### src/source/hyperram_pkg.sv
package hyperram_pkg;

    // ************************************************************************
    // HyperBus command/address word
    // ************************************************************************

    localparam int ca_width = 48;

    // One-hot access sequence, one state per CA byte on the bus
    typedef enum logic [8:0] {
        st_idle    = 9'b0_0000_0001,
        st_ca0     = 9'b0_0000_0010,
        st_ca1     = 9'b0_0000_0100,
        st_ca2     = 9'b0_0000_1000,
        st_ca3     = 9'b0_0001_0000,
        st_ca4     = 9'b0_0010_0000,
        st_ca5     = 9'b0_0100_0000,
        st_latency = 9'b0_1000_0000,
        st_data    = 9'b1_0000_0000
    } hram_state_t;

    typedef struct packed {
        logic [29:0] address;   // Word address
        logic [31:0] wdata;
        logic [3:0]  nwr;       // Low bit writes the byte
        logic        is_read;
    } cpu_req_t;

    typedef struct packed {
        logic       ck;
        logic       ncs;
        logic [7:0] dq_out;
        logic       dq_noe;
        logic       rwds_out;
        logic       rwds_noe;
    } hram_pad_out_t;

    typedef struct packed {
        logic [7:0] dq_in;
        logic       rwds_in;
    } hram_pad_in_t;

endpackage

### src/source/hyperram_ca_builder.sv
`timescale 1ns/10ps

module hyperram_ca_builder
    import hyperram_pkg::*;
#(
    parameter int memory_bits = 21
) (
    input  cpu_req_t   req,
    input  logic [2:0] byte_index,
    output logic [7:0] ca_byte
);

    // ************************************************************************
    // CA field positions
    // ************************************************************************

    localparam int read_bit    = ca_width - 1;
    localparam int space_bit   = ca_width - 2;
    localparam int burst_bit   = ca_width - 3;
    localparam int row_msb     = ca_width - 4;
    localparam int row_lsb     = 16;
    localparam int col_lo_bits = 3;

    logic [29:0]         word_addr;
    logic [30:0]         half_addr;
    logic [ca_width-1:0] ca;

    // Bits above the memory size never reach the device
    assign word_addr = 30'(req.address[memory_bits-1:0]);

    // HyperRAM addresses 16-bit halfwords
    assign half_addr = {word_addr, 1'b0};

    always_comb begin
        ca = '0;
        ca[read_bit]  = req.is_read;
        ca[space_bit] = 1'b0;                         // Memory space
        ca[burst_bit] = 1'b1;                         // Linear burst
        ca[row_msb:row_lsb] = 29'(half_addr[30:col_lo_bits]);
        ca[col_lo_bits-1:0] = half_addr[col_lo_bits-1:0];
    end

    // Most significant byte goes out first
    always_comb begin
        case (byte_index)
            3'd0: ca_byte = ca[47:40];
            3'd1: ca_byte = ca[39:32];
            3'd2: ca_byte = ca[31:24];
            3'd3: ca_byte = ca[23:16];
            3'd4: ca_byte = ca[15:8];
            3'd5: ca_byte = ca[7:0];
            default: ca_byte = 8'h00;
        endcase
    end

endmodule

### src/source/hyperram_controller.sv
`timescale 1ns/10ps

module hyperram_controller
    import hyperram_pkg::*;
#(
    parameter int latency     = 6,
    parameter int memory_bits = 21
) (
    input  logic                   clk,
    input  logic                   nreset,
    input  logic [memory_bits-1:0] cpu_address,
    input  logic [31:0]            cpu_data_in,
    input  logic [3:0]             cpu_nwr,
    input  logic                   cpu_req,
    output logic [31:0]            cpu_data_out,
    output logic                   cpu_ack,
    input  hram_pad_in_t           pad_in,
    output hram_pad_out_t          pad_out
);

    localparam int cnt_w = $clog2(latency * 4);
    localparam logic [cnt_w-1:0] wait_single = cnt_w'(latency * 2 - 3);
    localparam logic [cnt_w-1:0] wait_double = cnt_w'(latency * 4 - 3);

    hram_state_t      state;
    cpu_req_t         req_latched;
    logic             accept;
    logic             active;
    logic             dev_ck;
    logic             ncs;
    logic             dq_noe;
    logic             rwds_noe;
    logic             rwds_out;
    logic [7:0]       dq_reg;
    logic [cnt_w-1:0] wait_count;
    logic [1:0]       byte_count;
    logic [1:0]       next_byte;
    logic             byte_step;
    logic [2:0]       ca_index;
    logic             in_ca;
    logic [7:0]       ca_byte;
    logic [3:0][7:0]  wbytes;
    logic [3:0][7:0]  rdata;

    assign accept    = cpu_req && !cpu_ack;    // A held request is served once
    assign wbytes    = req_latched.wdata;
    assign next_byte = byte_count + 2'd1;

    // Reads hold on byte 0 until the device strobes RWDS
    assign byte_step = !req_latched.is_read || pad_in.rwds_in || byte_count != 2'd0;

    // ************************************************************************
    // Command/address serialization
    // ************************************************************************

    always_comb begin
        in_ca    = 1'b1;
        ca_index = 3'd0;
        case (state)
            st_ca0: ca_index = 3'd0;
            st_ca1: ca_index = 3'd1;
            st_ca2: ca_index = 3'd2;
            st_ca3: ca_index = 3'd3;
            st_ca4: ca_index = 3'd4;
            st_ca5: ca_index = 3'd5;
            default: in_ca = 1'b0;
        endcase
    end

    hyperram_ca_builder #(
        .memory_bits (memory_bits)
    ) u_ca_builder (
        .req        (req_latched),
        .byte_index (ca_index),
        .ca_byte    (ca_byte)
    );

    // Device clock runs at half rate, edges centred on the data
    always_ff @(negedge clk) begin
        if (!nreset || !active)
            dev_ck <= 1'b0;
        else
            dev_ck <= ~dev_ck;
    end

    always_ff @(posedge clk) begin
        if (state == st_idle && accept) begin
            req_latched.address <= 30'(cpu_address);
            req_latched.wdata   <= cpu_data_in;
            req_latched.nwr     <= cpu_nwr;
            req_latched.is_read <= (cpu_nwr == 4'b1111);
        end
    end

    // ************************************************************************
    // Access sequencer
    // ************************************************************************

    always_ff @(posedge clk) begin
        if (!nreset) begin
            state      <= st_idle;
            active     <= 1'b0;
            ncs        <= 1'b1;
            dq_noe     <= 1'b1;
            rwds_noe   <= 1'b1;
            cpu_ack    <= 1'b0;
            wait_count <= '0;
            byte_count <= 2'd0;
        end else begin
            case (state)
                st_idle: begin
                    if (!cpu_req)
                        cpu_ack <= 1'b0;
                    if (accept) begin
                        state  <= st_ca0;
                        active <= 1'b1;
                        ncs    <= 1'b0;
                        dq_noe <= 1'b0;
                    end
                end
                st_ca0: state <= st_ca1;
                st_ca1: state <= st_ca2;
                st_ca2: state <= st_ca3;
                st_ca3: state <= st_ca4;
                st_ca4: state <= st_ca5;
                st_ca5: begin
                    // RWDS high during CA flags a refresh collision
                    wait_count <= pad_in.rwds_in ? wait_double : wait_single;
                    dq_noe     <= 1'b1;
                    state      <= st_latency;
                end
                st_latency: begin
                    byte_count <= 2'd0;
                    if (wait_count == '0) begin
                        state    <= st_data;
                        dq_noe   <= req_latched.is_read;
                        rwds_noe <= req_latched.is_read;
                    end else begin
                        wait_count <= wait_count - 1'b1;
                    end
                end
                st_data: begin
                    if (byte_step) begin
                        byte_count <= next_byte;
                        if (byte_count == 2'd3) begin
                            state    <= st_idle;
                            cpu_ack  <= 1'b1;
                            ncs      <= 1'b1;
                            active   <= 1'b0;
                            dq_noe   <= 1'b1;
                            rwds_noe <= 1'b1;
                        end
                    end
                end
                default: state <= st_idle;
            endcase
        end
    end

    // Write bytes go out least significant first, RWDS masks the byte
    always_ff @(posedge clk) begin
        if (state == st_latency && wait_count == '0) begin
            dq_reg   <= wbytes[0];
            rwds_out <= req_latched.nwr[0];
        end else if (state == st_data) begin
            dq_reg   <= wbytes[next_byte];
            rwds_out <= req_latched.nwr[next_byte];
        end
    end

    always_ff @(posedge clk) begin
        if (state == st_data && req_latched.is_read && byte_step)
            rdata[byte_count] <= pad_in.dq_in;
    end

    assign cpu_data_out = rdata;

    assign pad_out = '{
        ck:       dev_ck,
        ncs:      ncs,
        dq_out:   in_ca ? ca_byte : dq_reg,
        dq_noe:   dq_noe,
        rwds_out: rwds_out,
        rwds_noe: rwds_noe
    };

endmodule

### config.mk
export PLATFORM = sky130hd
export DESIGN_NAME = hyperram_controller
export DESIGN_NICKNAME = d
export VERILOG_FILES = /design/src/source/hyperram_pkg.sv /design/src/source/hyperram_ca_builder.sv /design/src/source/hyperram_controller.sv
export SDC_FILE = /design/constraint.sdc
export NUM_CORES = 1
export LEC_CHECK = 0
export ABC_AREA = 1
export BUFFER_PORTS_ARGS = -buffer_cell sky130_fd_sc_hd__buf_2
export CAP_MARGIN = 20
export CORE_UTILIZATION = 35
export CTS_CLUSTER_SIZE = 24
export DETAILED_ROUTE_END_ITERATION = 16
export GPL_TIMING_DRIVEN = 0
export SLEW_MARGIN = 20
export SYNTH_ARGS = -nofsm -noshare
export SYNTH_HDL_FRONTEND = slang
export SYNTH_SLANG_ARGS = --single-unit
### constraint.sdc
create_clock -name clk -period 3.85 [get_ports clk]
set_clock_uncertainty 0.1 [all_clocks]
set_input_delay 0.385 -clock clk [delete_from_list [all_inputs] [get_ports clk]]
set_output_delay 0.385 -clock clk [all_outputs]
set_load 0.005 [all_outputs]
==> results.yml, run 1 <==
worst_hold_path:
  min_path_type: "primary input to flop"
final_layout:
  layout_common_cells: "buf_2 (113), edfxtp_1 (99), nand2_1 (64)"
  layout_commonest_cell: "buf_2"
  drive_above_1_share: 0.321
  syn_to_final_growth_pct: 29.7
  fin_nets: 623
  n_antenna_cell: 0
  fillCellCount: 1299
floorplan:
  rows: 42
  io-pin-count: 115
  die_x_microns: 120
  core_area_sq_mm: 0.0135
  dieHeight_microns: 120
  start_util: 0.363
  dieArea_sq_mm: 0.0144
yosys:
  synthMuxAreaShare: 0
  ys_seq_elements: 121
  syn_area_sq_mm: 0.00489
  yosys.area_share.simple: 0.162
  synth_cell_types: 29
  synthAdderAreaFrac: 0.0154
  mappedNetlistNets: 488
  synth_warnings: 0
  synthXorXnorAreaFrac: 0.00358
  synth-seq-area-share: 0.698
  syn_avg_cell_area_sq_um: 11.8
  synth_cells: 413
  synth-compound-area-share: 0.0714
  synth_top_family_by_area: "simple AND/OR/NAND/NOR gates"
setup_path:
  critPathKind: "flop to primary output"
  worst_setup_path_end_kind: "primary output"
  arrival_ns: 2.88
  cpMaxStageDelayCell: "dfxtp_1"
  slowest_delay_ns: 0.30
  cp-start-kind: "flop"
  path_cells: "buf_4 > buf_2"
  cp.required_ns: 3.37
  path_max_fanout: 2
power:
  p_total_uw: 3870
  power.density_mw_per_mm2: 611
  p_leak_uw: 0.00262
  ir_worst_vdd_mv: 0.380
timing:
  relSlewSlack: 0.478
  tns_ns: 0
  worst_pin_slew_ns: 0.781
  setup_viol: 0
  rsz0062_at_grt: "no"
  maxSlewViolCount: 0
  timing.final.hold_violations: 0
clock_tree:
  cts_tree: "built"
  clkTransAtPathRegs_ns: 0.05
  h-tree-depth: 4
  clockBufferDepth: 2
  cts_setup_buffers: 0
  worstSkewPairLatency_ns: 0.41
  root_buffer: "clkbuf_16"
  clock_sinks: 121
  cts_buffers: 17
  hold_buffers: 0
  cts_resized: 0
global_routing:
  track_usage: 0.151
  grt_pass1_vias: 3424
  grt_overflow: 0
  grt_pass1_wl_mm: 16.3
  antenna_found_initial: 0
  grt_max_degree: 24
detailed_routing:
  avgViaCountPerCell: 4.57
  finalWirelength_mm: 10.0
  routedWlPerCell_microns: 13.6
  antenna_left: 0
  drt_iter0_drc: 167
  route.detailed.drc: 0
  vias: 3369
  firstDrtPassIters: 4
placement:
  io_buffers: 113
  place.gp.congestion: 0.745
  post-dp-hpwl_mm: 7.44
run:
  cap_violations: 0
status:
  outcome: "completed"
## cells in the mapped netlist (all sizes together)
| master | n | area share |
|---|---|---|
| edfxtp | 99 | 0.61 |
| nor3b | 2 | 0.0031 |
| nor2 | 68 | 0.070 |
| buf | 7 | 0.011 |
| ha | 6 | 0.015 |
| clkbuf | 4 | 0.0031 |
| nand2 | 67 | 0.055 |
| o21ai | 40 | 0.042 |
| nand3 | 19 | 0.028 |
| dfxtp | 22 | 0.090 |
| a22o | 3 | 0.0054 |
| xor2 | 2 | 0.0036 |
| o22ai | 1 | 0.0013 |
| o2bb2ai | 1 | 0.0018 |
| nor3 | 5 | 0.0051 |
| inv | 47 | 0.036 |
| a21oi | 20 | 0.021 |
## layout make-up
class / instances / area [sq um] / area share
clock buffer: 17 / 425 / 0.0671
inverter: 46 / 173 / 0.0272
buffer: 11 / 67.6 / 0.0107
timing repair buffer: 116 / 641 / 0.101
multi-input combinational: 234 / 1240 / 0.195
tap: 176 / 220 / 0.0347
sequential: 121 / 3410 / 0.538
clock inverter: 16 / 163 / 0.0257
## power by group
| group | internal, uW | total [uW] | switching (uW) |
|---|---|---|---|
| Combinational | 227 | 567 | 341 |
| Clock | 1000 | 1550 | 547 |
| Sequential | 1690 | 1750 | 66.7 |
| Total | 2920 | 3870 | 955 |
## final timing paths
kind / start / endpoint / slack (ns) / cells after the start
setup / recovery: dev_ck / pad_out[12] / 0.48 / 2
hold / removal: cpu_data_in[8] / wbytes[8] / 0.05 / 1
setup reg to reg: byte_count[0] / cpu_data_out[31] / 1.24 / 8
hold reg to reg: dev_ck / dev_ck / 0.31 / 1
## kinds of logic after synthesis
group,Yosys count
xor+xnor,2
flops,121
fa+ha+maj,6
simple gates,161
compound gates,65
buf+inv,58
## metal layers
metal,routed length (microns),GRT usage,share of wire
met5,0,0,0
met4,167,0.0695,0.017
met3,547,0.0505,0.054
met2,5070,0.245,0.50
met1,4270,0.182,0.42
## through the flow
stage / instance area [sq um] / utilization / cells / hold WS, ns / setup WS [ns]
after floorplan: 4890 / - / 413 / 0.291 / 0.984
after global placement: 5680 / 0.422 / 702 / 0.305 / 0.316
after detailed placement: 5760 / 0.428 / 705 / 0.305 / 0.903
after CTS: 6340 / 0.471 / 737 / 0.0251 / 0.458
after global routing: 6340 / 0.471 / 737 / 0.0255 / 0.447
final: 6340 / 0.471 / 737 / 0.0458 / 0.483
## worst max-delay path, delay by kind of cell (launching register included)
family	cells	cell delay [ns]
buffers and inverters	2	0.23
DFF	1	0.30
No activity file was read; power rests on OpenSTA's default activity.
==> run 2: changes to the inputs <==
--- a/config.mk
+++ b/config.mk
@@ -9,9 +9,12 @@
 export BUFFER_PORTS_ARGS = -buffer_cell sky130_fd_sc_hd__buf_2
 export CAP_MARGIN = 20
 export CORE_UTILIZATION = 35
+export CTS_BUF_LIST = sky130_fd_sc_hd__clkbuf_8
 export CTS_CLUSTER_SIZE = 24
 export DETAILED_ROUTE_END_ITERATION = 16
 export GPL_TIMING_DRIVEN = 0
+export PLACE_DENSITY = 0.61
+export SETUP_SLACK_MARGIN = 0.2
 export SLEW_MARGIN = 20
 export SYNTH_ARGS = -nofsm -noshare
 export SYNTH_HDL_FRONTEND = slang
==> run 2 against run 1 <==
Total power decreased by 11%; die area stayed put; non-clock buffer count is 17 higher; critical endpoint unchanged; largest cell class unchanged.
==> results.yml, run 2 (synthesized netlist as in run 1, its figures left out) <==
status:
  outcome: "completed"
global_routing:
  track_usage: 0.149
  grt_pass1_wl_mm: 16.0
  antenna_found_initial: 0
  grt_overflow: 0
  grt_pass1_vias: 3342
  grt_max_degree: 26
final_layout:
  layout_commonest_cell: "buf_2"
  ff_latch_area_sq_mm: 0.00341
  final_area_sq_mm: 0.00632
  layout_common_cells: "buf_2 (113), edfxtp_1 (99), nand2_1 (64)"
  drive_above_1_share: 0.308
  fin_nets: 640
  multiInputGateArea_sq_mm: 0.00124
  fillCellCount: 1273
  syn_to_final_growth_pct: 29.3
  n_antenna_cell: 0
power:
  p_comb_frac: 0.169
  p_leak_uw: 0.00265
  ir_worst_vdd_mv: 0.346
  clkPwrFrac: 0.322
  swShare: 0.250
  power.density_mw_per_mm2: 544
  p_switching_uw: 860
  power_frac_seq: 0.510
  p_int_uw: 2580
setup_path:
  path_cells: "buf_4 > buf_2"
  reg2reg_from: "byte_count[0]"
  cp.depth: 2
  r2r_slack_ns: 1.10
  cp.required_ns: 3.37
  arrival_ns: 2.89
  cp-start-kind: "flop"
  cpMaxStageDelayCell: "dfxtp_1"
  worst_setup_path_end_kind: "primary output"
  slowest_delay_ns: 0.30
  regToRegEndpoint: "cpu_data_out[13]"
  path_delay_family: "flip-flops"
  r2r_cells: 8
  critPathKind: "flop to primary output"
  path_max_fanout: 2
  critPathBufInv: 2
timing:
  maxSlewViolCount: 0
  setup_viol: 0
  relSlewSlack: 0.382
  setup_slack_ns: 0.477
  rsz0062_at_grt: "no"
  worst_pin_slew_ns: 0.924
  tns_ns: 0
  timing.final.hold_violations: 0
worst_hold_path:
  min_path_type: "primary input to flop"
  worstHoldStart: "cpu_address[11]"
  whs_endpoint: "req_latched[48]"
  hold-path-cell-count: 1
floorplan:
  io-pin-count: 115
  core_area_sq_mm: 0.0135
  dieHeight_microns: 120
  rows: 42
  dieArea_sq_mm: 0.0144
  die_x_microns: 120
  start_util: 0.363
clock_tree:
  cts_setup_buffers: 0
  root_buffer: "clkbuf_8"
  clock_sinks: 121
  clkTransAtPathRegs_ns: 0.06
  worstSkewPairLatency_ns: 0.43
  cts_buffers: 17
  cts_tree: "built"
  h-tree-depth: 4
  clockBufferDepth: 2
detailed_routing:
  drt_iter0_drc: 181
  antenna_left: 0
  route.detailed.drc: 0
  routedWlPerCell_microns: 13.2
  firstDrtPassIters: 5
  avgViaCountPerCell: 4.41
  vias: 3324
  finalWirelength_mm: 9.97
placement:
  post-dp-hpwl_mm: 7.29
  postPlaceCellArea_sq_mm: 0.00576
  io_buffers: 113
  place.gp.congestion: 0.821
  pre_cts_slack_ns: 0.870
run:
  cap_violations: 0
[run 2: cell types whose count changed in the layout (fill, tap and decap cells not counted)]
cell and delta:
bufinv_16 -2, bufinv_8 +4, clkbuf_16 -17, clkbuf_8 +19, clkinv_1 -3, clkinv_2 -2, clkinv_4 -2, clkinvlp_4 -2
dlygate4sd3_1 +17, inv_1 +5
[run 2: cell type report]
cell class	count	area share
flip-flops and latches	121	0.540
multi-input cells	234	0.196
repair buffers	133	0.128
clock buffers	19	0.0414
well taps	176	0.0348
inverters	46	0.0273
clock inverters	14	0.0218
plain buffers	11	0.0107
[run 2: how the worst max path moves through the flow]
| stage | startpoint | endpoint |
|---|---|---|
| finish | dev_ck | pad_out[12] |
| detailed placement | nreset | dev_ck |
| global route | dev_ck | pad_out[12] |
| floorplan | state[2] | req_latched[0] |
| CTS | dev_ck | pad_out[12] |
| global placement | state[2] | req_latched[56] |
[run 2: metrics by stage]
stage	utilization	power (uW)	cells	hold WS (ns)
global route	0.470	3600	754	0.00743
finish	0.470	3440	754	0.0325
detailed placement	0.428	2360	705	0.316
global placement	0.422	2260	702	0.301
floorplan	-	2100	413	0.291
CTS	0.470	3480	754	0.000718
[run 2: worst reg2reg max path, delay by kind of cell, from the launching register on]
kind,cells,cell delay (ns)
fa+ha+maj,1,0.29
simple gates,4,1.16
flops,1,0.40
buf+inv,3,0.43
[run 2: layer usage]
layer / GRT usage / routed length, microns / up-vias
li1: - / - / 1712
met5: 0 / 0 / -
met2: 0.244 / 4830 / 94
met1: 0.181 / 4450 / 1501
met4: 0.0773 / 200 / 0
met3: 0.0406 / 485 / 17
[run 2: timing repair]
action,4_1_cts,5_1_grt
endpoints found under the hold margin,17,0
gates resized for setup,0,0
hold buffers,17,0
[run 2: power groups by stage]
stage | registers, uW | clock network (uW) | logic [uW]
final | 1750 | 1110 | 580
after global routing | 1770 | 1180 | 644
after CTS | 1760 | 1140 | 592
after detailed placement | 1780 | 3.25 | 576
after global placement | 1790 | 3.25 | 464
after floorplan | 1770 | 3.25 | 320
